## config.mk

```make
export PLATFORM = sky130hd
export DESIGN_NAME = axi_uart_bridge
export DESIGN_NICKNAME = d
export VERILOG_FILES = /design/src/hw/axi_uart_bridge_pkg.sv /design/src/hw/uart_rx_buffer.sv /design/src/hw/axi_write_ctrl.sv /design/src/hw/axi_read_ctrl.sv /design/src/hw/axi_uart_bridge.sv
export VERILOG_INCLUDE_DIRS = /design/src /design/src/hw
export SDC_FILE = /design/constraint.sdc
export NUM_CORES = 1
export LEC_CHECK = 0
export ABC_AREA = 1
export CELL_PAD_IN_SITES_DETAIL_PLACEMENT = 1
export CELL_PAD_IN_SITES_GLOBAL_PLACEMENT = 1
export CORE_AREA = 2 2 146 148
export DETAILED_ROUTE_END_ITERATION = 12
export DIE_AREA = 0 0 148 150
export DONT_BUFFER_PORTS = 1
export PLACE_DENSITY_LB_ADDON = 0.1
export RECOVER_POWER = 100
export SLEW_MARGIN = 20
export SYNTH_ARGS = -nofsm -noshare
export SYNTH_HDL_FRONTEND = slang
export SYNTH_HIERARCHICAL = 1
export SYNTH_SLANG_ARGS = --single-unit
```

## constraint.sdc

```tcl
create_clock -name s_axi_aclk -period 2.6 [get_ports s_axi_aclk]
set_clock_uncertainty 0.05 [all_clocks]
set_input_delay 0.26 -clock s_axi_aclk [delete_from_list [all_inputs] [get_ports s_axi_aclk]]
set_output_delay 0.26 -clock s_axi_aclk [all_outputs]
set_load 0.005 [all_outputs]
```

## src/hw/axi_uart_bridge_config.svh

```systemverilog
`ifndef AXI_UART_BRIDGE_CONFIG_SVH
`define AXI_UART_BRIDGE_CONFIG_SVH

//////////////////////////////
// AXI widths
//////////////////////////////
`define AXI_ADDR_WIDTH 7
`define AXI_DATA_WIDTH 128
`define AXI_ID_WIDTH 16

//////////////////////////////
// Register map
//////////////////////////////
`define ADDR_UART_TX 7'h00      // Write only, low byte to UART
`define ADDR_CAM_CTRL 7'h10     // Write only, CC4..CC1
`define ADDR_UART_RX 7'h20      // Read only, blocks until a byte is held
`define ADDR_RX_VALID 7'h30     // Read only
`define ADDR_CLINK_READY 7'h40  // Read only

// Response codes
`define RESP_OKAY 2'b00
`define RESP_SLVERR 2'b10

`endif

```

## src/hw/axi_uart_bridge_pkg.sv

```systemverilog
`include "axi_uart_bridge_config.svh"

package axi_uart_bridge_pkg;

    //////////////////////////////
    // Bus and payload types
    //////////////////////////////
    typedef logic [`AXI_ADDR_WIDTH-1:0] axi_addr_t;
    typedef logic [`AXI_DATA_WIDTH-1:0] axi_data_t;
    typedef logic [`AXI_ID_WIDTH-1:0] axi_id_t;
    typedef logic [1:0] axi_resp_t;
    typedef logic [7:0] uart_byte_t;
    typedef logic [3:0] cam_ctrl_t;  // Bit 0 is CC1

    //////////////////////////////
    // FSM states
    //////////////////////////////
    typedef enum logic [2:0] {
        WR_IDLE,      // Waiting on AW
        WR_UART,      // Beats go to the UART transmitter
        WR_CAM_CTRL,  // Beats update the camera-control bits
        WR_DRAIN,     // Bad address, beats discarded
        WR_RESP       // B channel pending
    } write_state_t;

    typedef enum logic [1:0] {
        RD_IDLE,     // Waiting on AR
        RD_WAIT_RX,  // Byte requested but buffer empty
        RD_RESP      // R channel pending
    } read_state_t;

endpackage

```

## src/hw/uart_rx_buffer.sv

```systemverilog
`timescale 1ns/1ps

module uart_rx_buffer
    import axi_uart_bridge_pkg::*;
(
    input  logic       s_axi_aclk,
    input  logic       s_axi_aresetn,
    input  logic       rx_ready,   // Strobe from the UART receiver
    input  uart_byte_t rx_data,
    input  logic       rx_clear,   // Byte consumed by a read
    output uart_byte_t rx_byte,
    output logic       rx_valid
);

    //////////////////////////////
    // One-byte holding register
    //////////////////////////////
    always_ff @(posedge s_axi_aclk) begin
        if (!s_axi_aresetn) begin
            rx_valid <= 1'b0;
        end else if (rx_clear) begin
            rx_valid <= 1'b0;  // Clear beats a same-cycle arrival
        end else if (rx_ready) begin
            rx_valid <= 1'b1;
        end
    end

    always_ff @(posedge s_axi_aclk) begin
        if (rx_ready && !rx_clear) begin
            rx_byte <= rx_data;  // Unread byte gets overwritten
        end
    end

endmodule

```

## src/hw/axi_write_ctrl.sv

```systemverilog
`timescale 1ns/1ps
`include "axi_uart_bridge_config.svh"

module axi_write_ctrl
    import axi_uart_bridge_pkg::*;
(
    input  logic       s_axi_aclk,
    input  logic       s_axi_aresetn,
    // AW channel
    input  axi_addr_t  s_axi_awaddr,
    input  axi_id_t    s_axi_awid,
    input  logic       s_axi_awvalid,
    output logic       s_axi_awready,
    // W channel
    input  axi_data_t  s_axi_wdata,
    input  logic       s_axi_wvalid,
    input  logic       s_axi_wlast,
    output logic       s_axi_wready,
    // B channel
    output axi_id_t    s_axi_bid,
    output axi_resp_t  s_axi_bresp,
    output logic       s_axi_bvalid,
    input  logic       s_axi_bready,
    // UART transmitter and camera control
    output logic       tx_start,
    output uart_byte_t tx_data,
    input  logic       tx_busy,
    output cam_ctrl_t  cam_ctrl
);

    write_state_t state;
    axi_id_t      awid_q;   // ID echoed on B
    axi_resp_t    bresp_q;
    logic         aw_fire;
    logic         w_fire;
    logic         b_fire;

    //////////////////////////////
    // Handshakes
    //////////////////////////////
    assign aw_fire = s_axi_awvalid && s_axi_awready;
    assign w_fire  = s_axi_wvalid && s_axi_wready;
    assign b_fire  = s_axi_bvalid && s_axi_bready;

    assign s_axi_awready = (state == WR_IDLE);  // One write in flight at a time

    always_comb begin
        case (state)
            // Hold off while the pulse is out and until the UART reports busy
            WR_UART:               s_axi_wready = !tx_busy && !tx_start;
            WR_CAM_CTRL, WR_DRAIN: s_axi_wready = 1'b1;
            default:               s_axi_wready = 1'b0;
        endcase
    end

    assign s_axi_bvalid = (state == WR_RESP);  // Held until bready
    assign s_axi_bid    = awid_q;
    assign s_axi_bresp  = bresp_q;

    //////////////////////////////
    // Write FSM
    //////////////////////////////
    always_ff @(posedge s_axi_aclk) begin
        if (!s_axi_aresetn) begin
            state <= WR_IDLE;
        end else begin
            case (state)
                WR_IDLE: begin
                    if (aw_fire) begin
                        case (s_axi_awaddr)  // Decode target register
                            `ADDR_UART_TX:  state <= WR_UART;
                            `ADDR_CAM_CTRL: state <= WR_CAM_CTRL;
                            default:        state <= WR_DRAIN;
                        endcase
                    end
                end
                WR_UART, WR_CAM_CTRL, WR_DRAIN: begin
                    if (w_fire && s_axi_wlast) begin
                        state <= WR_RESP;  // Burst length comes from wlast only
                    end
                end
                WR_RESP: begin
                    if (b_fire) begin
                        state <= WR_IDLE;
                    end
                end
                default: state <= WR_IDLE;
            endcase
        end
    end

    // Captured payload
    always_ff @(posedge s_axi_aclk) begin
        if (aw_fire) begin
            awid_q <= s_axi_awid;
        end
        if (w_fire && s_axi_wlast) begin
            bresp_q <= (state == WR_DRAIN) ? `RESP_SLVERR : `RESP_OKAY;
        end
        if (w_fire && (state == WR_UART)) begin
            tx_data <= s_axi_wdata[7:0];  // Low byte of the beat
        end
    end

    //////////////////////////////
    // UART pulse and CC bits
    //////////////////////////////
    always_ff @(posedge s_axi_aclk) begin
        if (!s_axi_aresetn) begin
            tx_start <= 1'b0;
            cam_ctrl <= '0;
        end else begin
            tx_start <= w_fire && (state == WR_UART);  // Single-cycle strobe per beat
            if (w_fire && (state == WR_CAM_CTRL)) begin
                cam_ctrl <= s_axi_wdata[3:0];  // Last beat wins
            end
        end
    end

endmodule

```

## src/hw/axi_read_ctrl.sv

```systemverilog
`timescale 1ns/1ps
`include "axi_uart_bridge_config.svh"

module axi_read_ctrl
    import axi_uart_bridge_pkg::*;
(
    input  logic       s_axi_aclk,
    input  logic       s_axi_aresetn,
    // AR channel
    input  axi_addr_t  s_axi_araddr,
    input  axi_id_t    s_axi_arid,
    input  logic       s_axi_arvalid,
    output logic       s_axi_arready,
    // R channel
    output axi_data_t  s_axi_rdata,
    output axi_id_t    s_axi_rid,
    output axi_resp_t  s_axi_rresp,
    output logic       s_axi_rvalid,
    output logic       s_axi_rlast,
    input  logic       s_axi_rready,
    // Receive buffer and camera status
    input  uart_byte_t rx_byte,
    input  logic       rx_valid,
    output logic       rx_clear,
    input  logic       clink_ready
);

    read_state_t state;
    axi_addr_t   araddr_q;
    axi_id_t     arid_q;
    axi_data_t   rdata_q;
    axi_resp_t   rresp_q;
    axi_data_t   sel_data;  // Value picked by the incoming address
    axi_resp_t   sel_resp;
    logic        ar_fire;
    logic        r_fire;

    assign ar_fire = s_axi_arvalid && s_axi_arready;
    assign r_fire  = s_axi_rvalid && s_axi_rready;

    assign s_axi_arready = (state == RD_IDLE);
    assign s_axi_rvalid  = (state == RD_RESP);
    assign s_axi_rlast   = s_axi_rvalid;  // Always single beat
    assign s_axi_rid     = arid_q;
    assign s_axi_rdata   = rdata_q;
    assign s_axi_rresp   = rresp_q;

    // Buffer empties once the byte has actually left on R
    assign rx_clear = r_fire && (araddr_q == `ADDR_UART_RX);

    //////////////////////////////
    // Register select
    //////////////////////////////
    always_comb begin
        sel_resp = `RESP_OKAY;
        case (s_axi_araddr)
            `ADDR_UART_RX:     sel_data = axi_data_t'(rx_byte);
            `ADDR_RX_VALID:    sel_data = axi_data_t'(rx_valid);
            `ADDR_CLINK_READY: sel_data = axi_data_t'(clink_ready);
            default: begin
                sel_data = '0;  // Unmapped
                sel_resp = `RESP_SLVERR;
            end
        endcase
    end

    //////////////////////////////
    // Read FSM
    //////////////////////////////
    always_ff @(posedge s_axi_aclk) begin
        if (!s_axi_aresetn) begin
            state <= RD_IDLE;
        end else begin
            case (state)
                RD_IDLE: begin
                    if (ar_fire) begin
                        if ((s_axi_araddr == `ADDR_UART_RX) && !rx_valid) begin
                            state <= RD_WAIT_RX;  // Nothing received yet
                        end else begin
                            state <= RD_RESP;
                        end
                    end
                end
                RD_WAIT_RX: begin
                    if (rx_valid) begin
                        state <= RD_RESP;
                    end
                end
                RD_RESP: begin
                    if (r_fire) begin
                        state <= RD_IDLE;
                    end
                end
                default: state <= RD_IDLE;
            endcase
        end
    end

    // Response payload, frozen while rvalid is up
    always_ff @(posedge s_axi_aclk) begin
        if (ar_fire) begin
            araddr_q <= s_axi_araddr;
            arid_q   <= s_axi_arid;
            rdata_q  <= sel_data;
            rresp_q  <= sel_resp;
        end else if ((state == RD_WAIT_RX) && rx_valid) begin
            rdata_q <= axi_data_t'(rx_byte);  // Late byte arrival
            rresp_q <= `RESP_OKAY;
        end
    end

endmodule

```

## src/hw/axi_uart_bridge.sv

```systemverilog
`timescale 1ns/1ps

module axi_uart_bridge
    import axi_uart_bridge_pkg::*;
(
    input  logic       s_axi_aclk,
    input  logic       s_axi_aresetn,
    // AXI write address
    input  axi_addr_t  s_axi_awaddr,
    input  axi_id_t    s_axi_awid,
    input  logic       s_axi_awvalid,
    output logic       s_axi_awready,
    // AXI write data
    input  axi_data_t  s_axi_wdata,
    input  logic       s_axi_wvalid,
    input  logic       s_axi_wlast,
    output logic       s_axi_wready,
    // AXI write response
    output axi_id_t    s_axi_bid,
    output axi_resp_t  s_axi_bresp,
    output logic       s_axi_bvalid,
    input  logic       s_axi_bready,
    // AXI read address
    input  axi_addr_t  s_axi_araddr,
    input  axi_id_t    s_axi_arid,
    input  logic       s_axi_arvalid,
    output logic       s_axi_arready,
    // AXI read data
    output axi_data_t  s_axi_rdata,
    output axi_id_t    s_axi_rid,
    output axi_resp_t  s_axi_rresp,
    output logic       s_axi_rvalid,
    output logic       s_axi_rlast,
    input  logic       s_axi_rready,
    // UART
    output logic       tx_start,
    output uart_byte_t tx_data,
    input  logic       tx_busy,
    input  logic       rx_ready,
    input  uart_byte_t rx_data,
    // CameraLink
    output cam_ctrl_t  cam_ctrl,
    input  logic       clink_ready
);

    uart_byte_t rx_byte;   // Held byte
    logic       rx_valid;
    logic       rx_clear;  // Read side consumed the byte

    //////////////////////////////
    // Write path
    //////////////////////////////
    axi_write_ctrl u_write_ctrl (
        .s_axi_aclk    (s_axi_aclk),
        .s_axi_aresetn (s_axi_aresetn),
        .s_axi_awaddr  (s_axi_awaddr),
        .s_axi_awid    (s_axi_awid),
        .s_axi_awvalid (s_axi_awvalid),
        .s_axi_awready (s_axi_awready),
        .s_axi_wdata   (s_axi_wdata),
        .s_axi_wvalid  (s_axi_wvalid),
        .s_axi_wlast   (s_axi_wlast),
        .s_axi_wready  (s_axi_wready),
        .s_axi_bid     (s_axi_bid),
        .s_axi_bresp   (s_axi_bresp),
        .s_axi_bvalid  (s_axi_bvalid),
        .s_axi_bready  (s_axi_bready),
        .tx_start      (tx_start),
        .tx_data       (tx_data),
        .tx_busy       (tx_busy),
        .cam_ctrl      (cam_ctrl)
    );

    //////////////////////////////
    // Read path
    //////////////////////////////
    axi_read_ctrl u_read_ctrl (
        .s_axi_aclk    (s_axi_aclk),
        .s_axi_aresetn (s_axi_aresetn),
        .s_axi_araddr  (s_axi_araddr),
        .s_axi_arid    (s_axi_arid),
        .s_axi_arvalid (s_axi_arvalid),
        .s_axi_arready (s_axi_arready),
        .s_axi_rdata   (s_axi_rdata),
        .s_axi_rid     (s_axi_rid),
        .s_axi_rresp   (s_axi_rresp),
        .s_axi_rvalid  (s_axi_rvalid),
        .s_axi_rlast   (s_axi_rlast),
        .s_axi_rready  (s_axi_rready),
        .rx_byte       (rx_byte),
        .rx_valid      (rx_valid),
        .rx_clear      (rx_clear),
        .clink_ready   (clink_ready)
    );

    uart_rx_buffer u_rx_buffer (
        .s_axi_aclk    (s_axi_aclk),
        .s_axi_aresetn (s_axi_aresetn),
        .rx_ready      (rx_ready),
        .rx_data       (rx_data),
        .rx_clear      (rx_clear),
        .rx_byte       (rx_byte),
        .rx_valid      (rx_valid)
    );

endmodule

```

==> results.sh <==
export IMPL_synth_xor_area_share_pct=0
export IMPL_synthSimpleGateAreaFrac_pct=12.0
export IMPL_critPathCaptureType="flop"
export IMPL_place_ws_ns=0.798
export IMPL_drt_iter0_drc=88
export IMPL_netlist_area_um2=3720
export IMPL_cts_root_buffer="clkbuf_16"
export IMPL_reg2reg_from="u_read_ctrl/state[1]"
export IMPL_placed_area_um2=3610
export IMPL_worstMarginPinSlew_ns=0.988
export IMPL_synth_area_leaders="edfxtp_1, buf_4, dfxtp_1"
export IMPL_min_path_type="in2reg"
export IMPL_grtUsageTotal_pct=7.36
export IMPL_synth_edff_count=65
export IMPL_synth_main_ff_cell="edfxtp_1"
export IMPL_clk_path_buf_depth=2
export IMPL_dr_pass1_iters=4
export IMPL_area_growth_pct=18.2
export IMPL_use_met3_pct=3.35
export IMPL_start_util_pct=18.0
export IMPL_dpl_hpwl_mm=6.52
export IMPL_synth_compound_area_share_pct=2.02
export IMPL_status="finished clean"
export IMPL_hold_viol_final=0
export IMPL_clkTransAtPathRegs_ns=0.06
export IMPL_leakage_nw=1.82
export IMPL_grt_max_degree=25
export IMPL_fin_tns_setup_ns=0
export IMPL_met1_usage_pct=7.81
export IMPL_drv_slew=0
export IMPL_pwr_density_cell_nw_per_um2=753
export IMPL_synth_cell_types=25
export IMPL_finalSetupViolCount=0
export IMPL_wl_per_cell_um=12.9
export IMPL_cp_max_fo=8
export IMPL_yosysTopAreaCellShare_pct=52.4
export IMPL_fin_area_um2=4400
export IMPL_fp_dieW_um=148
export IMPL_rows=53
export IMPL_ys_warn_count=6
export IMPL_cts_repair_resized=0
export IMPL_place_gp_congestion=0.645
export IMPL_antenna_found_initial=1
export IMPL_rsz0062_at_grt="false"
export IMPL_htreeDepth=3
export IMPL_regArea_um2=2170
export IMPL_die_area_um2=22200
export IMPL_r2r_end="u_rx_buffer/rx_byte[6]"
export IMPL_reg2reg_depth=5
export IMPL_holdBufCountCts=57
export IMPL_fmax_ghz=0.503
export IMPL_via_per_inst=3.10
export IMPL_drc_errors=0
export IMPL_vias=2097
export IMPL_dieHeight_um=150
export IMPL_port_buffer_count=0
export IMPL_nFillCells=2418
export IMPL_synth_most_common_cell="buf_4"
export IMPL_ys_seq_elements=76
export IMPL_max_slew_margin_pct=33.7
export IMPL_synthMuxAreaShare_pct=0
export IMPL_cts_made_buffers=9
export IMPL_synth_common_cells="buf_4, edfxtp_1, nor2_1"
export IMPL_yosysSeqAreaShare_pct=58.3
export IMPL_synth_top_family_by_area="buffers and inverters"
export IMPL_ant_nets=0
export IMPL_ir_drop_uv=254
export IMPL_cts_sinks=76
export IMPL_holdPathStages=2
export IMPL_synth_async_reset_ratio_pct=0
export IMPL_grt_use_met2_pct=13.0
export IMPL_yosys_area_top_type="edfxtp_1"
export IMPL_cap_violations=0
export IMPL_drive_above_1_share_pct=5.72
export IMPL_multi_input_area_um2=920
export IMPL_period_needed_ns=1.99
export IMPL_min_delay_start="rx_ready"
export IMPL_grt_pass1_wl_mm=12.1
export IMPL_finalWorstSetupSlack_ns=0.610
export IMPL_final_cells=677
export IMPL_fin_crit_sh_pct=76.5
export IMPL_reg2reg_slack_ns=0.61
export IMPL_io_pins=376
export IMPL_worstSetupPathType="reg2reg"
export IMPL_clk_latency_ns=0.33
export IMPL_cts_tree="built"
export IMPL_cts_setup_buffers=0
export IMPL_grt_pass1_vias=2010
export IMPL_syn_inst=331
export IMPL_wirelength_mm=8.73
export IMPL_worstPathArrival_ns=1.96
export IMPL_avgSynthCellArea_um2=11.3
export IMPL_design_core_area_um2=20700
export IMPL_critPathRequiredTime_ns=2.57
export IMPL_fin_nets=591
export IMPL_cp_start_kind="flop"
export IMPL_grt_overflow=0
export IMPL_top_usage_layer="met2"
export IMPL_hold_end="u_rx_buffer/rx_valid"
export IMPL_synth_adder_area_share_pct=0
export IMPL_place_inst=605
export IMPL_diodes=0
## per-layer routing
layer	vias up	wire length, µm
li1	959	-
met1	986	3360
met2	142	4370
met3	8	886
met4	2	97
met5	-	16
## through the flow
stage	power (mW)	utilization, %	hold slack (ns)
floorplan	2.08	-	0.309
global placement	2.09	17.5	0.309
detailed placement	2.09	17.5	0.309
CTS	3.42	21.6	0.00574
global route	3.51	21.3	0.00484
finish	3.31	21.3	0.0155
## cell type report
type | count | area share, %
Clock buffer | 9 | 5.12
Clock inverter | 6 | 1.28
Inverter | 27 | 2.30
Multi-Input combinational cell | 225 | 20.9
Sequential cell | 76 | 49.3
Tap cell | 275 | 7.82
Timing Repair Buffer | 59 | 13.2
## worst max path at each step
| stage | start | end | slack (ns) | cells past startpoint |
|---|---|---|---|---|
| after floorplan | u_write_ctrl/state[1] | u_write_ctrl/s_axi_bid[0] | 0.75 | 5 |
| after global placement | u_write_ctrl/state[0] | u_write_ctrl/tx_data[5] | 0.78 | 6 |
| after detailed placement | u_write_ctrl/state[0] | u_write_ctrl/tx_data[4] | 0.80 | 6 |
| after CTS | u_write_ctrl/state[0] | u_write_ctrl/tx_data[6] | 0.78 | 6 |
| after global routing | u_read_ctrl/state[1] | u_rx_buffer/rx_byte[6] | 0.34 | 5 |
| final | u_read_ctrl/state[1] | u_rx_buffer/rx_byte[6] | 0.61 | 5 |
## cell usage in the layout, fill, tap and decap left out, types with 2 or more instances in the layout
master,synthesis,final
conb_1,2,122
edfxtp_1,65,65
dlygate4sd3_1,0,57
nor2_1,40,45
inv_1,22,24
nand2_1,23,24
dfxtp_1,11,11
clkbuf_16,0,9
nand3_1,7,8
a21oi_1,5,6
o21ai_0,4,4
clkinv_1,0,3
clkinv_2,0,3
nand4_1,3,3
o21ai_1,1,2
nand2_2,2,2
nand3b_1,2,2
## flip-flops by register name (all words and copies together), names as in the netlist
| name | cells |
|---|---|
| u_read_ctrl/s_axi_rdata | 8 |
| u_read_ctrl/s_axi_rid | 16 |
| u_write_ctrl/tx_start | 1 |
| u_write_ctrl/tx_data | 8 |
| u_write_ctrl/s_axi_bid | 16 |
| u_write_ctrl/s_axi_bresp | 1 |
| u_read_ctrl/s_axi_rresp | 1 |
| u_write_ctrl/state | 3 |
| u_read_ctrl/state | 2 |
| u_rx_buffer/rx_byte | 8 |
| u_write_ctrl/cam_ctrl | 4 |
| u_read_ctrl/araddr_q | 7 |
| u_rx_buffer/rx_valid | 1 |
## power breakdown
| part | internal [mW] | switching (mW) |
|---|---|---|
| sequential | 1.53 | 0.102 |
| combinational | 0.148 | 0.306 |
| clock | 0.730 | 0.498 |
| total | 2.41 | 0.906 |
## worst max-delay path, cell delays in order (launching register included)
cell and delay [ns]:
dfxtp_1 0.33, inv_1 0.06, nor2_1 0.36, nand3_1 0.16, nor4_1 0.41, nor2_1 0.31
## cell families (layout without fill, tap and decap cells)
| family | after synthesis | after routing |
|---|---|---|
| AND/OR/NAND/NOR | 91 | 91 |
| buffers and inverters | 150 | 101 |
| other | 2 | 122 |
| flip-flops | 76 | 76 |
| AO/OA/AOI/OAI | 12 | 12 |
Note: power is estimated with default switching activity, not from simulation.
